$ cat config.mk
export PLATFORM = sky130hd
export DESIGN_NAME = opn_top
export DESIGN_NICKNAME = d
export VERILOG_FILES = /design/src/rtl/opn_pkg.sv /design/src/rtl/opn_wr_if.sv /design/src/rtl/opn_top.sv /design/src/rtl/opn_timers.sv /design/src/rtl/opn_reg_file.sv /design/src/rtl/opn_io.sv /design/src/rtl/opn_write_sync.sv /design/src/rtl/opn_phase_gen.sv
export VERILOG_INCLUDE_DIRS = /design/src /design/src/rtl
export SDC_FILE = /design/constraint.sdc
export NUM_CORES = 1
export LEC_CHECK = 0
export BUFFER_PORTS_ARGS = -buffer_cell sky130_fd_sc_hd__buf_2
export CAP_MARGIN = 10
export CELL_PAD_IN_SITES_DETAIL_PLACEMENT = 1
export CELL_PAD_IN_SITES_GLOBAL_PLACEMENT = 1
export CORE_UTILIZATION = 40
export DETAILED_ROUTE_END_ITERATION = 10
export GPL_TIMING_DRIVEN = 0
export PLACE_DENSITY = 0.75
export SYNTH_ARGS = -nofsm -noshare
export SYNTH_HDL_FRONTEND = slang
export SYNTH_SLANG_ARGS = --single-unit
$ cat constraint.sdc
create_clock -name MCLK -period 1.58 [get_ports MCLK]
set_input_delay 0.079 -clock MCLK [delete_from_list [all_inputs] [get_ports MCLK]]
set_output_delay 0.079 -clock MCLK [all_outputs]
set_load 0.005 [all_outputs]
$ cat src/rtl/opn_cfg.svh
`ifndef OPN_CFG_SVH
`define OPN_CFG_SVH

// MCLK cycles per internal cycle. c1 falls at count 0, c2 at count 3.
`define OPN_CLK_DIV 6
`define OPN_BUSY_CYCLES 32 // Internal cycles of busy after a data write.
`define OPN_TIMER_B_DIV 16

`define OPN_REG_TEST 8'h21
`define OPN_REG_TA_HI 8'h24
`define OPN_REG_TA_LO 8'h25
`define OPN_REG_TB 8'h26
`define OPN_REG_TIMER_CTRL 8'h27
`define OPN_REG_DEBUG 8'h2C

`endif
$ cat src/rtl/opn_pkg.sv
package opn_pkg;

	typedef logic [7:0] reg_addr_t;

	// Test register 0x21.
	typedef struct packed {
		logic dbg_hi; // Return the high byte of the debug word.
		logic dbg_en; // Reads return debug data instead of status.
		logic [4:0] reserved;
		logic eg_sel;
	} test_reg_t;

	// Timer control register 0x27.
	typedef struct packed {
		logic [1:0] mode;
		logic rst_b;
		logic rst_a;
		logic en_b;
		logic en_a;
		logic load_b;
		logic load_a;
	} timer_ctrl_t;

endpackage

$ cat src/rtl/opn_wr_if.sv
`timescale 1ns/1ns

interface opn_wr_if;

	logic addr_wr; // One internal cycle, c2 to c2.
	logic data_wr;
	logic [7:0] wdata;
	logic bank; // Address bit 1 of the last write.

	modport src (
		output addr_wr,
		output data_wr,
		output wdata,
		output bank
	);

	modport dst (
		input addr_wr,
		input data_wr,
		input wdata,
		input bank
	);

endinterface

$ cat src/rtl/opn_top.sv
`timescale 1ns/1ns

module opn_top (
	input  logic MCLK,
	input  logic rst_n_i,
	input  logic cs_n_i,
	input  logic wr_n_i,
	input  logic rd_n_i,
	input  logic [1:0] addr_i,
	input  logic [7:0] data_i,
	input  logic pg_dbg_i,
	input  logic eg_dbg_i,
	input  logic eg_dbg_inc_i,
	input  logic [13:0] op_dbg_i,
	input  logic [8:0] ch_dbg_i,
	output logic [7:0] data_o,
	output logic data_oe_o,
	output logic irq_n_o
);

	logic c1;
	logic c2;
	logic flag_a;
	logic flag_b;
	logic ch_dbg_sel;
	logic ctrl_wr;
	logic [9:0] timer_a_val;
	logic [7:0] timer_b_val;
	opn_pkg::test_reg_t test_reg;
	opn_pkg::timer_ctrl_t timer_ctrl;

	opn_wr_if wr_if ();

	opn_phase_gen i_phase_gen (
		.MCLK(MCLK),
		.rst_n_i(rst_n_i),
		.c1_o(c1),
		.c2_o(c2)
	);

	opn_io i_io (
		.MCLK(MCLK),
		.rst_n_i(rst_n_i),
		.c1_i(c1),
		.c2_i(c2),
		.cs_n_i(cs_n_i),
		.wr_n_i(wr_n_i),
		.rd_n_i(rd_n_i),
		.addr_i(addr_i),
		.data_i(data_i),
		.flag_a_i(flag_a),
		.flag_b_i(flag_b),
		.test_reg_i(test_reg),
		.ch_dbg_sel_i(ch_dbg_sel),
		.pg_dbg_i(pg_dbg_i),
		.eg_dbg_i(eg_dbg_i),
		.eg_dbg_inc_i(eg_dbg_inc_i),
		.op_dbg_i(op_dbg_i),
		.ch_dbg_i(ch_dbg_i),
		.wr_if(wr_if.src),
		.data_o(data_o),
		.data_oe_o(data_oe_o),
		.irq_n_o(irq_n_o)
	);

	opn_reg_file i_reg_file (
		.MCLK(MCLK),
		.rst_n_i(rst_n_i),
		.wr_if(wr_if.dst),
		.test_reg_o(test_reg),
		.ch_dbg_sel_o(ch_dbg_sel),
		.timer_a_val_o(timer_a_val),
		.timer_b_val_o(timer_b_val),
		.timer_ctrl_o(timer_ctrl),
		.ctrl_wr_o(ctrl_wr)
	);

	opn_timers i_timers (
		.MCLK(MCLK),
		.rst_n_i(rst_n_i),
		.c2_i(c2),
		.timer_a_val_i(timer_a_val),
		.timer_b_val_i(timer_b_val),
		.timer_ctrl_i(timer_ctrl),
		.ctrl_wr_i(ctrl_wr),
		.flag_a_o(flag_a),
		.flag_b_o(flag_b)
	);

endmodule

$ cat src/rtl/opn_timers.sv
`timescale 1ns/1ns
`include "opn_cfg.svh"

module opn_timers (
	input  logic MCLK,
	input  logic rst_n_i,
	input  logic c2_i,
	input  logic [9:0] timer_a_val_i,
	input  logic [7:0] timer_b_val_i,
	input  opn_pkg::timer_ctrl_t timer_ctrl_i,
	input  logic ctrl_wr_i,
	output logic flag_a_o,
	output logic flag_b_o
);

	localparam logic [3:0] PRESC_LAST = 4'(`OPN_TIMER_B_DIV - 1);

	logic [9:0] cnt_a;
	logic [7:0] cnt_b;
	logic [3:0] presc;
	logic load_a_q;
	logic load_b_q;
	logic tick_b;

	assign tick_b = (presc == PRESC_LAST);

	always_ff @(posedge MCLK) begin
		if (!rst_n_i) begin
			cnt_a <= '0;
			cnt_b <= '0;
			presc <= '0;
			load_a_q <= 1'b0;
			load_b_q <= 1'b0;
			flag_a_o <= 1'b0;
			flag_b_o <= 1'b0;
		end else if (c2_i) begin
			load_a_q <= timer_ctrl_i.load_a;
			load_b_q <= timer_ctrl_i.load_b;
			presc <= tick_b ? 4'd0 : presc + 4'd1; // Free running.

			if (timer_ctrl_i.load_a && !load_a_q) begin
				cnt_a <= timer_a_val_i;
			end else if (timer_ctrl_i.load_a) begin
				if (&cnt_a) begin
					cnt_a <= timer_a_val_i;
					if (timer_ctrl_i.en_a)
						flag_a_o <= 1'b1;
				end else begin
					cnt_a <= cnt_a + 10'd1;
				end
			end

			if (timer_ctrl_i.load_b && !load_b_q) begin
				cnt_b <= timer_b_val_i;
			end else if (timer_ctrl_i.load_b && tick_b) begin
				if (&cnt_b) begin
					cnt_b <= timer_b_val_i;
					if (timer_ctrl_i.en_b)
						flag_b_o <= 1'b1;
				end else begin
					cnt_b <= cnt_b + 8'd1;
				end
			end

			// A reset bit in the same write wins over an overflow.
			if (ctrl_wr_i && timer_ctrl_i.rst_a)
				flag_a_o <= 1'b0;
			if (ctrl_wr_i && timer_ctrl_i.rst_b)
				flag_b_o <= 1'b0;
		end
	end

endmodule

$ cat src/rtl/opn_reg_file.sv
`timescale 1ns/1ns
`include "opn_cfg.svh"

module opn_reg_file (
	input  logic MCLK,
	input  logic rst_n_i,
	opn_wr_if.dst wr_if,
	output opn_pkg::test_reg_t test_reg_o,
	output logic ch_dbg_sel_o,
	output logic [9:0] timer_a_val_o,
	output logic [7:0] timer_b_val_o,
	output opn_pkg::timer_ctrl_t timer_ctrl_o,
	output logic ctrl_wr_o
);

	opn_pkg::reg_addr_t addr_q;
	logic addr_wr0;
	logic data_wr0;
	logic [7:0] ta_hi_q;
	logic [1:0] ta_lo_q;

	// Bank 1 writes go to registers that are not modelled here.
	assign addr_wr0 = wr_if.addr_wr & ~wr_if.bank;
	assign data_wr0 = wr_if.data_wr & ~wr_if.bank;

	always_ff @(posedge MCLK) begin
		if (!rst_n_i) begin
			addr_q <= '0;
			test_reg_o <= '0;
			ch_dbg_sel_o <= 1'b0;
			ta_hi_q <= '0;
			ta_lo_q <= '0;
			timer_b_val_o <= '0;
			timer_ctrl_o <= '0;
		end else begin
			if (addr_wr0)
				addr_q <= wr_if.wdata;
			if (data_wr0) begin
				case (addr_q)
					`OPN_REG_TEST: test_reg_o <= wr_if.wdata;
					`OPN_REG_TA_HI: ta_hi_q <= wr_if.wdata;
					`OPN_REG_TA_LO: ta_lo_q <= wr_if.wdata[1:0];
					`OPN_REG_TB: timer_b_val_o <= wr_if.wdata;
					`OPN_REG_TIMER_CTRL: timer_ctrl_o <= wr_if.wdata;
					`OPN_REG_DEBUG: ch_dbg_sel_o <= wr_if.wdata[4];
					default: ;
				endcase
			end
		end
	end

	assign timer_a_val_o = {ta_hi_q, ta_lo_q}; // 0x24 holds the upper eight bits.
	assign ctrl_wr_o = data_wr0 & (addr_q == `OPN_REG_TIMER_CTRL);

endmodule

$ cat src/rtl/opn_io.sv
`timescale 1ns/1ns
`include "opn_cfg.svh"

module opn_io (
	input  logic MCLK,
	input  logic rst_n_i,
	input  logic c1_i,
	input  logic c2_i,
	input  logic cs_n_i,
	input  logic wr_n_i,
	input  logic rd_n_i,
	input  logic [1:0] addr_i,
	input  logic [7:0] data_i,
	input  logic flag_a_i,
	input  logic flag_b_i,
	input  opn_pkg::test_reg_t test_reg_i,
	input  logic ch_dbg_sel_i,
	input  logic pg_dbg_i,
	input  logic eg_dbg_i,
	input  logic eg_dbg_inc_i,
	input  logic [13:0] op_dbg_i,
	input  logic [8:0] ch_dbg_i,
	opn_wr_if.src wr_if,
	output logic [7:0] data_o,
	output logic data_oe_o,
	output logic irq_n_o
);

	localparam logic [4:0] BUSY_LAST = 5'(`OPN_BUSY_CYCLES - 2);

	logic wr_active;
	logic read_en;
	logic [8:0] data_l;
	logic busy_q;
	logic busy;
	logic [4:0] busy_cnt;
	logic flag_a_l;
	logic flag_b_l;
	logic [8:0] ch_dbg_q;
	logic [15:0] dbg_word;
	logic [7:0] dbg_byte;

	assign wr_active = ~wr_n_i & ~cs_n_i;
	assign read_en = ~rd_n_i & ~cs_n_i & rst_n_i;

	opn_write_sync i_addr_sync (
		.MCLK(MCLK),
		.rst_n_i(rst_n_i),
		.c1_i(c1_i),
		.c2_i(c2_i),
		.req_i(wr_active & ~addr_i[0]),
		.strobe_o(wr_if.addr_wr)
	);

	opn_write_sync i_data_sync (
		.MCLK(MCLK),
		.rst_n_i(rst_n_i),
		.c1_i(c1_i),
		.c2_i(c2_i),
		.req_i(wr_active & addr_i[0]),
		.strobe_o(wr_if.data_wr)
	);

	// Transparent while the host writes, so it keeps the last byte.
	always_ff @(posedge MCLK) begin
		if (wr_active)
			data_l <= {addr_i[1], data_i};
	end

	assign wr_if.wdata = data_l[7:0];
	assign wr_if.bank = data_l[8];

	always_ff @(posedge MCLK) begin
		if (!rst_n_i) begin
			busy_q <= 1'b0;
			busy_cnt <= '0;
		end else if (c2_i) begin
			if (wr_if.data_wr) begin
				busy_q <= 1'b1;
				busy_cnt <= '0;
			end else if (busy_q) begin
				busy_cnt <= busy_cnt + 5'd1;
				if (busy_cnt == BUSY_LAST)
					busy_q <= 1'b0;
			end
		end
	end

	assign busy = busy_q | wr_if.data_wr; // The strobe cycle counts as the first.

	// Flags are frozen for the duration of a read.
	always_ff @(posedge MCLK) begin
		if (!rst_n_i) begin
			flag_a_l <= 1'b0;
			flag_b_l <= 1'b0;
		end else if (!read_en) begin
			flag_a_l <= flag_a_i;
			flag_b_l <= flag_b_i;
		end
	end

	always_ff @(posedge MCLK) begin
		if (c2_i)
			ch_dbg_q <= ch_dbg_i;
	end

	assign dbg_word[15] = pg_dbg_i;
	assign dbg_word[14] = test_reg_i.eg_sel ? eg_dbg_i : eg_dbg_inc_i;
	assign dbg_word[13:0] = ch_dbg_sel_i ? {5'd0, ch_dbg_q} : op_dbg_i;
	assign dbg_byte = test_reg_i.dbg_hi ? dbg_word[15:8] : dbg_word[7:0];

	always_comb begin
		data_o = 8'h00;
		if (read_en) begin
			if (test_reg_i.dbg_en)
				data_o = dbg_byte;
			else
				data_o = {busy, 5'd0, flag_b_l, flag_a_l};
		end
	end

	assign data_oe_o = read_en;
	assign irq_n_o = ~(flag_a_l | flag_b_l);

endmodule

$ cat src/rtl/opn_write_sync.sv
`timescale 1ns/1ns

module opn_write_sync (
	input  logic MCLK,
	input  logic rst_n_i,
	input  logic c1_i,
	input  logic c2_i,
	input  logic req_i,
	output logic strobe_o
);

	logic trig_q; // Catches the host request at any time.
	logic sync_q;
	logic sig_q;
	logic sig_dly_q;

	always_ff @(posedge MCLK) begin
		if (!rst_n_i) begin
			trig_q <= 1'b0;
			sync_q <= 1'b0;
			sig_q <= 1'b0;
			sig_dly_q <= 1'b0;
		end else begin
			trig_q <= req_i | (trig_q & ~sig_q); // Set wins while the write is held.
			if (c1_i)
				sync_q <= trig_q;
			if (c2_i) begin
				sig_q <= sync_q;
				sig_dly_q <= sig_q;
			end
		end
	end

	// Rising edge of the synchronised request.
	assign strobe_o = sig_q & ~sig_dly_q;

endmodule

$ cat src/rtl/opn_phase_gen.sv
`timescale 1ns/1ns
`include "opn_cfg.svh"

module opn_phase_gen (
	input  logic MCLK,
	input  logic rst_n_i,
	output logic c1_o,
	output logic c2_o
);

	localparam logic [2:0] CNT_LAST = 3'(`OPN_CLK_DIV - 1);

	logic [2:0] cnt;

	always_ff @(posedge MCLK) begin
		if (!rst_n_i) begin
			cnt <= '0;
			c1_o <= 1'b0;
			c2_o <= 1'b0;
		end else begin
			cnt <= (cnt == CNT_LAST) ? 3'd0 : cnt + 3'd1;
			// Outputs are registered, so they go high one MCLK later.
			c1_o <= (cnt == CNT_LAST);
			c2_o <= (cnt == 3'd2);
		end
	end

endmodule

# Yosys cells after proc, flatten, opt, wreduce, memory -nomap -nowiden
# Index checks and enable logic that the tools add are counted.
op_classes:
  n_mux: 27
  bitwise_logic: 27
  n_reduce_logical: 30
  n_addsub: 5
  n_eq_ne: 12
op_table:
  columns: ["operator", "n"]
  rows:
  - ["8-bit by 6-bit == test with 1-bit output (second input constant)", 6]
  - ["8-bit 2-to-1 mux", 6]
  - ["10-bit 2-to-1 mux", 3]
  - ["2-bit AND reduction", 9]
  - ["2-bit nonzero test", 9]
  - ["1-bit 2-to-1 mux", 14]
  - ["14-bit 2-to-1 mux", 1]
  - ["1-bit AND", 12]
  - ["1-bit NOT", 11]
  - ["10-bit by 1-bit adder with 10-bit output (second input constant)", 1]
  - ["5-bit 2-to-1 mux", 2]
  - ["10-bit AND reduction", 1]
  - ["5-bit AND reduction", 2]
  - ["8-bit by 1-bit adder with 8-bit output (second input constant)", 1]
  - ["8-bit AND reduction", 1]
  - ["5-bit by 1-bit adder with 5-bit output (second input constant)", 1]
  - ["5-bit == test (second input constant)", 1]
  - ["1-bit logical AND", 5]
  - ["4-bit by 1-bit adder with 4-bit output (second input constant)", 1]
  - ["4-bit == test (second input constant)", 1]
  - ["4-bit 2-to-1 mux", 1]
  - ["2-bit != test (second input constant)", 2]
  - ["1-bit OR", 4]
  - ["3-bit by 1-bit adder with 3-bit output (second input constant)", 1]
  - ["other kinds (4)", 5]
totals:
  ff_bits: 101
  out_inout_bits: 10
  inputBits: 41

# Depth between registers and ports, before layout
# Gate-level depths: netlist of the first run.
depth:
  word_depth: 7
  ltp_mapped: 7

# Hierarchy
# A second synthesis of the first run with hierarchy kept.
unflattened:
  cells_unflattened: 507
  area_unflattened_um2: 4901.0
by_module_without_submodules:
  columns: ["module", "cells_per_inst", "seq_area_each_um2", "n_inst", "area_each_um2"]
  rows:
  - ["opn_reg_file", 170, 860.8, 1, 1666.6]
  - ["opn_timers", 196, 520.5, 1, 1539.0]
  - ["opn_io", 96, 700.7, 1, 1193.6]
  - ["opn_write_sync", 13, 80.1, 2, 148.9]
  - ["opn_phase_gen", 19, 100.1, 1, 203.9]

# Worst setup path before layout of the first run
# OpenSTA, ideal clock, no wires.
synth_path:
  path_kind: "register -> register"
  from: "reg i_phase_gen.c2_o"
  to: "reg i_timers.cnt_b[3]"
  arrival_ps: 1603
  path_slack_ps: -105
  stages_incl_launch_ff: 6
  path_buffers: 1
  cell_sequence: "dfxtp_1 -> buf_2 -> nand2_1 -> a21o_1 -> or4_1 -> o2111ai_1"
synth_between:
  elab_chain_cells: 1
synth_lines:
  columns: ["item", "line_no", "rtl"]
  rows:
  - ["start, declared", "opn_phase_gen.sv:8", "output logic c2_o"]
  - ["start signal, assigned", "opn_phase_gen.sv:24", "c2_o <= (cnt == 3'd2);"]
  - ["2-bit AND reduction (no line)", null, null]
  - ["end signal, assigned", "opn_timers.sv:54", "cnt_b <= timer_b_val_i;"]
  - ["end signal, assigned", "opn_timers.sv:57", "cnt_b <= timer_b_val_i;"]
  - ["end signal, assigned", "opn_timers.sv:61", "cnt_b <= cnt_b + 8'd1;"]
  - ["end, declared", "opn_timers.sv:19", "logic [7:0] cnt_b;"]
# No other way between the ends.
# A chain may end at the register's enable or synchronous reset.

# Worst setup path in the final report of the first run
layout_path:
  from: "reg i_reg_file.ch_dbg_sel_o"
  to: "out data_o[0]"
layout_between:
  elab_chain_cells: 4
layout_lines:
  columns: ["item", "line_no", "rtl"]
  rows:
  - ["start, declared", "opn_reg_file.sv:9", "output logic ch_dbg_sel_o,"]
  - ["start signal, assigned", "opn_reg_file.sv:45", "`OPN_REG_DEBUG: ch_dbg_sel_o <= wr_if.wdata[4];"]
  - ["14-bit 2-to-1 mux", "opn_io.sv:109", "assign dbg_word[13:0] = ch_dbg_sel_i ? {5'd0, ch_dbg_q} : op_dbg_i;"]
  - ["8-bit 2-to-1 mux", "opn_io.sv:110", "assign dbg_byte = test_reg_i.dbg_hi ? dbg_word[15:8] : dbg_word[7:0];"]
  - ["8-bit 2-to-1 mux", "opn_io.sv:115", "if (test_reg_i.dbg_en)"]
  - ["8-bit 2-to-1 mux", "opn_io.sv:114", "if (read_en) begin"]
  - ["end, declared", "opn_top.sv:16", "output logic [7:0] data_o,"]
# No other way between the ends.

==> flow_metrics.tcl, run 1 <==
set metrics [dict create \
    ant_nets 0 \
    whs_ps 61.2 \
    synth_cell_type_count 62 \
    yosys.area_share.simple 0.218 \
    cts-htree-levels 3 \
    die_area_mm2 0.0121 \
    area_growth_pct 31.6 \
    die_y_um 110 \
    rows 39 \
    cp-start-kind "flip-flop" \
    synthArstFlopShare 0 \
    synth_nets 553 \
    cp-end-kind "output port" \
    ys_seq_elements 101 \
    first_global_vias 4239 \
    ys.flop_type "dfxtp_1" \
    numCtsBuffers 9 \
    final_util 0.539 \
    status "finished, violations left" \
    drv_slew 0 \
    slew_headroom 0.488 \
    grt_max_degree 17 \
    synthXorXnorAreaFrac 0.00753 \
    instances_no_fill 753 \
    max-cap-violations 0 \
    syn_inst 504 \
    io_buffers 49 \
    cp.required_ps 1500 \
    start_util 0.409 \
    synth_area_mm2 0.00465 \
    grt_busiest_layer "met2" \
    drt_iter0_markers 222 \
    cts_tree "yes" \
    place.gp.congestion 0.800 \
    gr-usage-met3 0.0368 \
    synth-seq-area-share 0.473 \
    cp_max_fo 2 \
    crit_type "reg -> out" \
    dp_hpwl_um 9250 \
    n_fill_cell 1282 \
    grt_use_met2 0.407 \
    vdd_drop_max_mv 0.581 \
    synth_top_cell_area_share 0.357 \
    antenna_found_initial 0 \
    die_w_um 110 \
    worst_pin_slew_ps 766 \
    grt_overflow_total 0 \
    setup_viol 3 \
    dp_cells 696 \
    failed_checks "setup timing" \
    core_mm2 0.0114 \
    synth_compound_area_frac 0.152 \
    dp_slack_ps -371 \
    vias 4204 \
    p_per_area_mw_per_mm2 874 \
    num_antenna_cells 0 \
    grt_pass1_wl_um 20800 \
    synth_edf_count 18 \
    routed_wl_um 13800 \
    grtUsageMet1 0.273 \
    drc 0 \
    worstPathCellList "mux4_2 > mux2i_1 > nor2_1 > buf_2" \
    hold_path.class "in -> reg" \
    synth_top_family_by_area "simple AND/OR/NAND/NOR gates" \
    pin_count 51 \
    holdPathStages 4 \
    cts_sinks 101 \
    synth.largest_area_cell "dfxtp_1" \
    clockBufferDepth 2 \
    period_share 1.02 \
    clk_pin_slew_worst_paths_ps 70 \
    synthAdderAreaFrac 0.0215 \
    clock_latency_ps 350 \
    grtUsageTotal 0.231 \
    final_hold_viol_count 0 \
    vias_per_cell 5.58 \
    fin_skew_ps 3.71 \
    grt_setup_unrepaired "true" \
    slowest_delay_ps 490 \
    yosys_warnings 0 \
    synthTopCellsByArea "dfxtp_1 (36%), edfxtp_1 (12%), mux2i_1 (8.4%), a21oi_1 (5.1%), nor2_1 (4.9%)" \
    p_total_mw 5.35 \
    drt_pass1_iterations 5 \
    drive_gt1_frac 0.293 \
    ff2ff_path_depth 4 \
    layout_min_cycle_time_ps 1610 \
    syn_area_per_cell_um2 9.23 \
    fin_nets 654 \
    synth.area.mux_share 0.0887 \
    root_buffer "clkbuf_16" \
    fin_ws_ps -29.7 \
    max_freq_ghz 0.621 \
    drt-wirelength-per-cell_um 18.3 \
    arrival_ps 1530 \
    crit_slowest_cell "mux4_2" \
    leakagePower_nw 2.22 \
]
-- path summary, 6_finish.rpt --
kind | from | endpoint | slack (ps)
setup / recovery | i_reg_file.ch_dbg_sel_o | data_o[0] | -30
hold / removal | wr_n_i | i_io.i_addr_sync.trig_q | 60
setup reg to reg | i_io.data_l[8] | i_reg_file.ta_hi_q[7] | -20
hold reg to reg | i_reg_file.timer_ctrl_o[4] | i_timers.flag_a_o | 430
-- worst max-delay path: cells and delay by family, from the launching register on --
kind / cells / cell delay, ps
mux: 2 / 640
flops: 1 / 360
buf+inv: 1 / 120
simple gates: 1 / 60
-- per-layer routing --
layer | part of all wire | up-vias
li1 | - | 2024
met1 | 0.44 | 2061
met2 | 0.50 | 97
met3 | 0.039 | 22
met4 | 0.022 | 0
met5 | 0 | -
-- synth_stat cells (2+ instances only) --
| cell type | instances |
|---|---|
| o21ai_0 | 15 |
| nor2_1 | 61 |
| clkbuf_1 | 14 |
| mux2i_1 | 39 |
| a21oi_1 | 47 |
| nand4_1 | 9 |
| dfxtp_1 | 83 |
| nand2_1 | 35 |
| edfxtp_1 | 18 |
| nor2b_1 | 7 |
| buf_1 | 2 |
| xor2_1 | 3 |
| ha_1 | 8 |
| or3_1 | 9 |
| inv_1 | 10 |
| inv_2 | 2 |
| nand3_1 | 26 |
| buf_2 | 11 |
| o21ai_1 | 12 |
| o22ai_1 | 2 |
| a31oi_1 | 8 |
| nand2b_1 | 7 |
| o211ai_1 | 3 |
| nor4b_1 | 2 |
| nor4_1 | 6 |
| and2_1 | 3 |
| nor3_1 | 7 |
| o31ai_1 | 2 |
| a21o_1 | 2 |
| nand4_2 | 2 |
| a2111oi_2 | 2 |
| and3_1 | 5 |
| a211oi_1 | 6 |
| nor3b_1 | 6 |
| o31a_1 | 3 |
-- cells in the final DEF (no fill, tap or decap), drive strengths merged, types with 19 or more instances in the layout --
cell type,n
a21oi,47
nor2,61
o21ai,27
nand3,27
mux2i,39
dfxtp,83
clkbuf,24
nand2,36
dlygate4sd3,19
buf,86
-- flip-flops by register name, summed over array words and instances (netlist names), 2 cells and up --
register and flops:
i_io.busy_cnt 5, i_io.ch_dbg_q 9, i_io.data_l 9, i_phase_gen.cnt 3, i_reg_file.addr_q 8, i_reg_file.ta_hi_q 8, i_reg_file.ta_lo_q 2, i_reg_file.test_reg_o 3
i_reg_file.timer_b_val_o 8, i_reg_file.timer_ctrl_o 6, i_timers.cnt_a 10, i_timers.cnt_b 8, i_timers.presc 4
-- stage by stage --
stage | setup TNS, ps | area, um2
floorplan | -11.6 | 4660
global placement | -8520 | 5080
detailed placement | -10570 | 5080
CTS | -68.1 | 5790
global route | -1210 | 6130
finish | -53.4 | 6130
-- area by class of cell --
| class | count | area, um2 | area share |
|---|---|---|---|
| inverter | 12 | 45.0 | 0.00735 |
| multi-input combinational | 362 | 2540 | 0.415 |
| clock inverter | 6 | 87.6 | 0.0143 |
| tap | 143 | 179 | 0.0292 |
| sequential | 101 | 2240 | 0.366 |
| clock buffer | 10 | 229 | 0.0374 |
| buffer | 28 | 183 | 0.0298 |
| timing repair buffer | 91 | 617 | 0.101 |
-- logic make-up after synthesis --
logic type | count (synthesis)
simple gates | 196
buf+inv | 41
compound gates | 114
flops | 101
mux | 40
xor+xnor | 4
fa+ha+maj | 8
-- where the power goes --
| part | internal, mW | switching, mW |
|---|---|---|
| logic | 0.127 | 0.139 |
| clock network | 1.39 | 0.976 |
| registers | 2.66 | 0.0684 |
-- what timing repair did --
action,CTS,global route
setup buffers,10,12
pin swaps,7,23
gates cloned,0,2
setup endpoints to repair,61,56
endpoints found under the hold margin,19,0
resized for setup,36,76
hold buffers,19,0
(Power assumes the default switching activity.)
==> run 2: changes to the inputs <==
==> constraint.sdc (replaced) <==
create_clock -name MCLK -period 1.58 [get_ports MCLK]
set_input_delay 0.079 -clock MCLK [delete_from_list [all_inputs] [get_ports MCLK]]
set_output_delay 0.079 -clock MCLK [all_outputs]
set_load 0.1 [all_outputs]
==> run 2 against run 1 <==
  * The flow still finishes with violations (setup timing)
  * Global-route usage is 1.2 points higher
  * Critical path depth unchanged
  * First-iteration DRC count down 6.3%
  * Combinational power up 15%
  * Clock power down 6%
  * Sequential power about the same
  * Utilization is 3.4 points higher
  * Via count increased by 2.0%
  * Cell area grew 6.4%
  * Total power decreased by 1.8%
  * Clock skew is 4.1 ps higher
  * Routed wire length increased by 11%
==> flow_metrics.tcl, run 2 (synthesis gave the netlist of run 1 again) <==
set metrics [dict create \
    seq_area_mm2 0.00224 \
    area_growth_pct 40.0 \
    grt_setup_unrepaired "true" \
    max_freq_ghz 0.570 \
    antenna_found_initial 0 \
    max-cap-violations 0 \
    ant_nets 0 \
    num_antenna_cells 0 \
    cp-start-kind "flip-flop" \
    period_share 1.11 \
    vias 4289 \
    dp_hpwl_um 9260 \
    slew_headroom 0.497 \
    final_common_cell "dfxtp_1" \
    core_mm2 0.0114 \
    cts-htree-levels 3 \
    die_w_um 110 \
    place.gp.congestion 0.835 \
    status "finished, violations left" \
    worstPathCellList "mux4_2 > mux2i_1 > nor2_2 > buf_12" \
    setup_viol 19 \
    crit_slowest_cell "mux4_2" \
    reg_top3 "i_timers.cnt_a x10, i_io.ch_dbg_q x9, i_io.data_l x9" \
    die_y_um 110 \
    io_buffers 49 \
    arrival_ps 1670 \
    start_util 0.409 \
    grt_max_degree 17 \
    cts_tree "yes" \
    clock_latency_ps 340 \
    cts_sinks 101 \
    clockBufferDepth 2 \
    drt_pass1_iterations 4 \
    p_per_area_mw_per_mm2 807 \
    pin_count 51 \
    drive_gt1_frac 0.343 \
    top_register "i_timers.cnt_a" \
    fin_nets 659 \
    drc 0 \
    cp-end-kind "output port" \
    drt-wirelength-per-cell_um 20.3 \
    worst_pin_slew_ps 754 \
    fin_skew_ps 7.82 \
    routed_wl_um 15400 \
    whs_ps 19.6 \
    multiInputGateArea_mm2 0.00272 \
    failed_checks "setup timing" \
    vdd_drop_max_mv 0.431 \
    layout_min_cycle_time_ps 1750 \
    cp_max_fo 3 \
    rows 39 \
    largest_register_ffs 10 \
    cp.required_ps 1500 \
    grt_pass1_wl_um 21800 \
    final_hold_viol_count 0 \
    grtUsageTotal 0.242 \
    hold_path.class "in -> reg" \
    crit_type "reg -> out" \
    die_area_mm2 0.0121 \
    first_global_vias 4338 \
    vias_per_cell 5.66 \
    slowest_delay_ps 510 \
    p_total_mw 5.26 \
    layout_common_cells "dfxtp_1 (66), nor2_1 (54), buf_2 (45), mux2i_1 (39)" \
    leakagePower_nw 2.32 \
    grt_overflow_total 0 \
    drv_slew 0 \
    drt_iter0_markers 208 \
    fin_ws_ps -173 \
    clk_pin_slew_worst_paths_ps 70 \
    numCtsBuffers 9 \
    root_buffer "clkbuf_16" \
    n_fill_cell 1251 \
]
==> run 2: routing by layer <==
| metal | part of all wire | track usage |
|---|---|---|
| met5 | 0 | 0 |
| met1 | 0.42 | 0.292 |
| met4 | 0.018 | 0.0848 |
| met2 | 0.52 | 0.433 |
| met3 | 0.044 | 0.0379 |
==> run 2: per-stage QoR <==
step,setup WS (ps),cell area (um2),cells,setup TNS (ps),utilization
2_1_floorplan,-300,4770,504,-1790,-
3_3_place_gp,-330,5200,696,-8430,0.457
3_5_place_dp,-389,5200,696,-11970,0.457
4_1_cts,-153,6020,745,-498,0.529
5_1_grt,-230,6520,758,-2680,0.573
6_report,-173,6520,758,-896,0.573
==> run 2: report_power, final <==
group / internal [mW] / leakage (nW) / switching (mW)
clock network: 1.27 / 0.136 / 0.956
registers: 2.66 / 0.846 / 0.0707
logic: 0.139 / 1.34 / 0.166
total: 4.07 / 2.32 / 1.19
==> run 2: path summary, 6_finish.rpt <==
path,from,to,slack [ps],depth (start not counted)
setup / recovery,i_reg_file.ch_dbg_sel_o,data_o[0],-170,4
hold / removal,rst_n_i,i_timers.flag_a_o,20,3
setup reg to reg,i_io.data_l[8],i_reg_file.timer_b_val_o[0],-70,5
hold reg to reg,i_reg_file.ta_hi_q[2],i_timers.cnt_a[4],460,2
==> run 2: worst max-delay path: cells and delay by family (launching register included) <==
kind	cells	cell delay, ps
buf+inv	1	170
flops	1	380
mux	2	710
simple gates	1	80
==> run 2: what timing repair did <==
| item | 4_1_cts | 5_1_grt |
|---|---|---|
| setup buffers | 13 | 10 |
| pin swaps | 7 | 30 |
| hold buffers | 19 | 0 |
| gates resized for setup | 71 | 106 |
| endpoints found under the hold margin | 19 | 0 |
| gates cloned | 2 | 3 |
| endpoints found under the setup margin | 63 | 56 |
==> run 2: cell type report <==
type,instances,area share
plain buffers,28,0.0328
flip-flops and latches,101,0.344
inverters,12,0.0102
well taps,143,0.0275
clock buffers,12,0.0378
clock inverters,4,0.00749
multi-input cells,362,0.418
repair buffers,96,0.122
==> run 3: changes to the inputs <==
--- a/config.mk
+++ b/config.mk
@@ -14,6 +14,7 @@
 export DETAILED_ROUTE_END_ITERATION = 10
 export GPL_TIMING_DRIVEN = 0
 export PLACE_DENSITY = 0.75
+export SKIP_LAST_GASP = 1
 export SYNTH_ARGS = -nofsm -noshare
 export SYNTH_HDL_FRONTEND = slang
 export SYNTH_SLANG_ARGS = --single-unit
==> run 3 against run 2 <==
  * The flow still finishes with violations (setup timing)
  * Via count decreased by 1.2%
  * Total power shrank 0.34%
  * Clock power about the same
  * Sequential cell count unchanged
  * Critical path depth is 1 higher
  * Global-route usage increased by 0.088 points
  * Routed wire length shrank 5.6%
  * Combinational power is essentially flat
==> flow_metrics.tcl, run 3 (synthesis gave the netlist of run 1 again) <==
set metrics [dict create \
    p_per_area_mw_per_mm2 843 \
    dpl_cell_area_mm2 0.00520 \
    clk_pin_slew_worst_paths_ps 70 \
    fin_ws_ps -169 \
    first_global_vias 4365 \
    worst_pin_slew_ps 742 \
    top_register "i_timers.cnt_a" \
    start_util 0.409 \
    vdd_drop_max_mv 0.429 \
    layout_min_cycle_time_ps 1750 \
    cts-htree-levels 3 \
    drt_pass1_iterations 4 \
    cts_tree "yes" \
    grt_max_degree 17 \
    die_area_mm2 0.0121 \
    rows 39 \
    area_growth_pct 33.6 \
    final_util 0.547 \
    failed_checks "setup timing" \
    cp-start-kind "flip-flop" \
    die_y_um 110 \
    max-cap-violations 0 \
    tns_ps -678 \
    cp.required_ps 1500 \
    grt_setup_unrepaired "true" \
    slew_headroom 0.503 \
    numCtsBuffers 9 \
    r2r-start "i_io.data_l[8]" \
    status "finished, violations left" \
    routed_wl_um 14500 \
    reg_top3 "i_timers.cnt_a x10, i_io.ch_dbg_q x9, i_io.data_l x9" \
    reg2reg_setup_slack_ps -30 \
    period_share 1.11 \
    drc 0 \
    layout_common_cells "dfxtp_1 (67), nor2_1 (54), buf_2 (44), a21oi_1 (40), mux2i_1 (39)" \
    leakagePower_nw 2.26 \
    io_buffers 49 \
    dp_hpwl_um 9260 \
    root_buffer "clkbuf_16" \
    holdPathStages 3 \
    drive_gt1_frac 0.279 \
    final_hold_viol_count 0 \
    grt_overflow_total 0 \
    ff2ff_path_depth 5 \
    grt_pass1_wl_um 21900 \
    antenna_found_initial 0 \
    clockBufferDepth 2 \
    min_from "rst_n_i" \
    drt-wirelength-per-cell_um 19.3 \
    startpoint "i_reg_file.ch_dbg_sel_o" \
    dp_slack_ps -389 \
    vias_per_cell 5.63 \
    timing.rr.end "i_reg_file.timer_b_val_o[5]" \
    max_freq_ghz 0.572 \
    final_common_cell "dfxtp_1" \
    clock_latency_ps 350 \
    p_total_mw 5.24 \
    place.gp.congestion 0.835 \
    arrival_ps 1670 \
    fin_skew_ps 8.89 \
    fin_nets 654 \
    grtUsageTotal 0.243 \
    worstHoldEndpoint "i_timers.flag_a_o" \
    ant_nets 0 \
    cp_max_fo 5 \
    drt_iter0_markers 231 \
    drv_slew 0 \
    setup_viol 9 \
    num_antenna_cells 0 \
    core_mm2 0.0114 \
    vias 4236 \
    crit_type "reg -> out" \
    cp-end-kind "output port" \
    pin_count 51 \
    hold_path.class "in -> reg" \
    n_fill_cell 1272 \
    design_area_mm2 0.00621 \
    cts_sinks 101 \
    die_w_um 110 \
    largest_register_ffs 10 \
]
[run 3: changes by cell type in the layout (fill, tap and decap cells not counted), sizes merged]
cell and delta:
clkbuf +2, buf -7
[run 3: stage by stage]
stage,hold WS [ps],instances
final,15.1,753
after global routing,22.0,753
after CTS,6.01,745
after detailed placement,258,696
after global placement,255,696
after floorplan,178,504
[run 3: how the worst max path moves through the flow]
stage                     depth (start not counted)                end  slack (ps)
after floorplan                                   7          data_o[6]        -300
after global placement                            6  i_timers.presc[2]        -330
after detailed placement                          6  i_timers.presc[2]        -390
after CTS                                         4          data_o[0]        -150
after global routing                              6          data_o[1]        -240
final                                             5          data_o[1]        -170
[run 3: timing repair]
item                                   4_1_cts  5_1_grt
setup buffers                               13        8
setup endpoints to repair                   63       57
endpoints found under the hold margin       19        0
hold buffers                                19        0
pin swaps                                    7        9
gates cloned                                 2        1
gates resized for setup                     65       47
[run 3: cell type report]
type | count | area [um2] | area share
multi-input combinational | 362 | 2510 | 0.404
sequential | 101 | 2240 | 0.360
timing repair buffer | 91 | 722 | 0.116
clock buffer | 12 | 246 | 0.0397
buffer | 28 | 199 | 0.0320
tap | 143 | 179 | 0.0288
inverter | 12 | 66.3 | 0.0107
clock inverter | 4 | 48.8 | 0.00785
[run 3: power breakdown]
| group | switching [mW] | leakage [nW] | internal, mW |
|---|---|---|---|
| Combinational | 0.165 | 1.28 | 0.137 |
| Sequential | 0.0606 | 0.846 | 2.66 |
| Clock | 0.951 | 0.136 | 1.27 |
[run 3: worst max-delay path: stages (launching register included)]
cell,delay [ps]
dfxtp_4,370
buf_6,140
nor2b_4,220
a21oi_2,110
a211oi_4,280
buf_12,210
[run 3: routing by layer]
layer	vias up	wire length, um	global-route usage
met4	0	448	0.0933
li1	2025	-	-
met1	2064	6140	0.290
met2	119	7380	0.435
met3	28	555	0.0379
met5	-	0	0
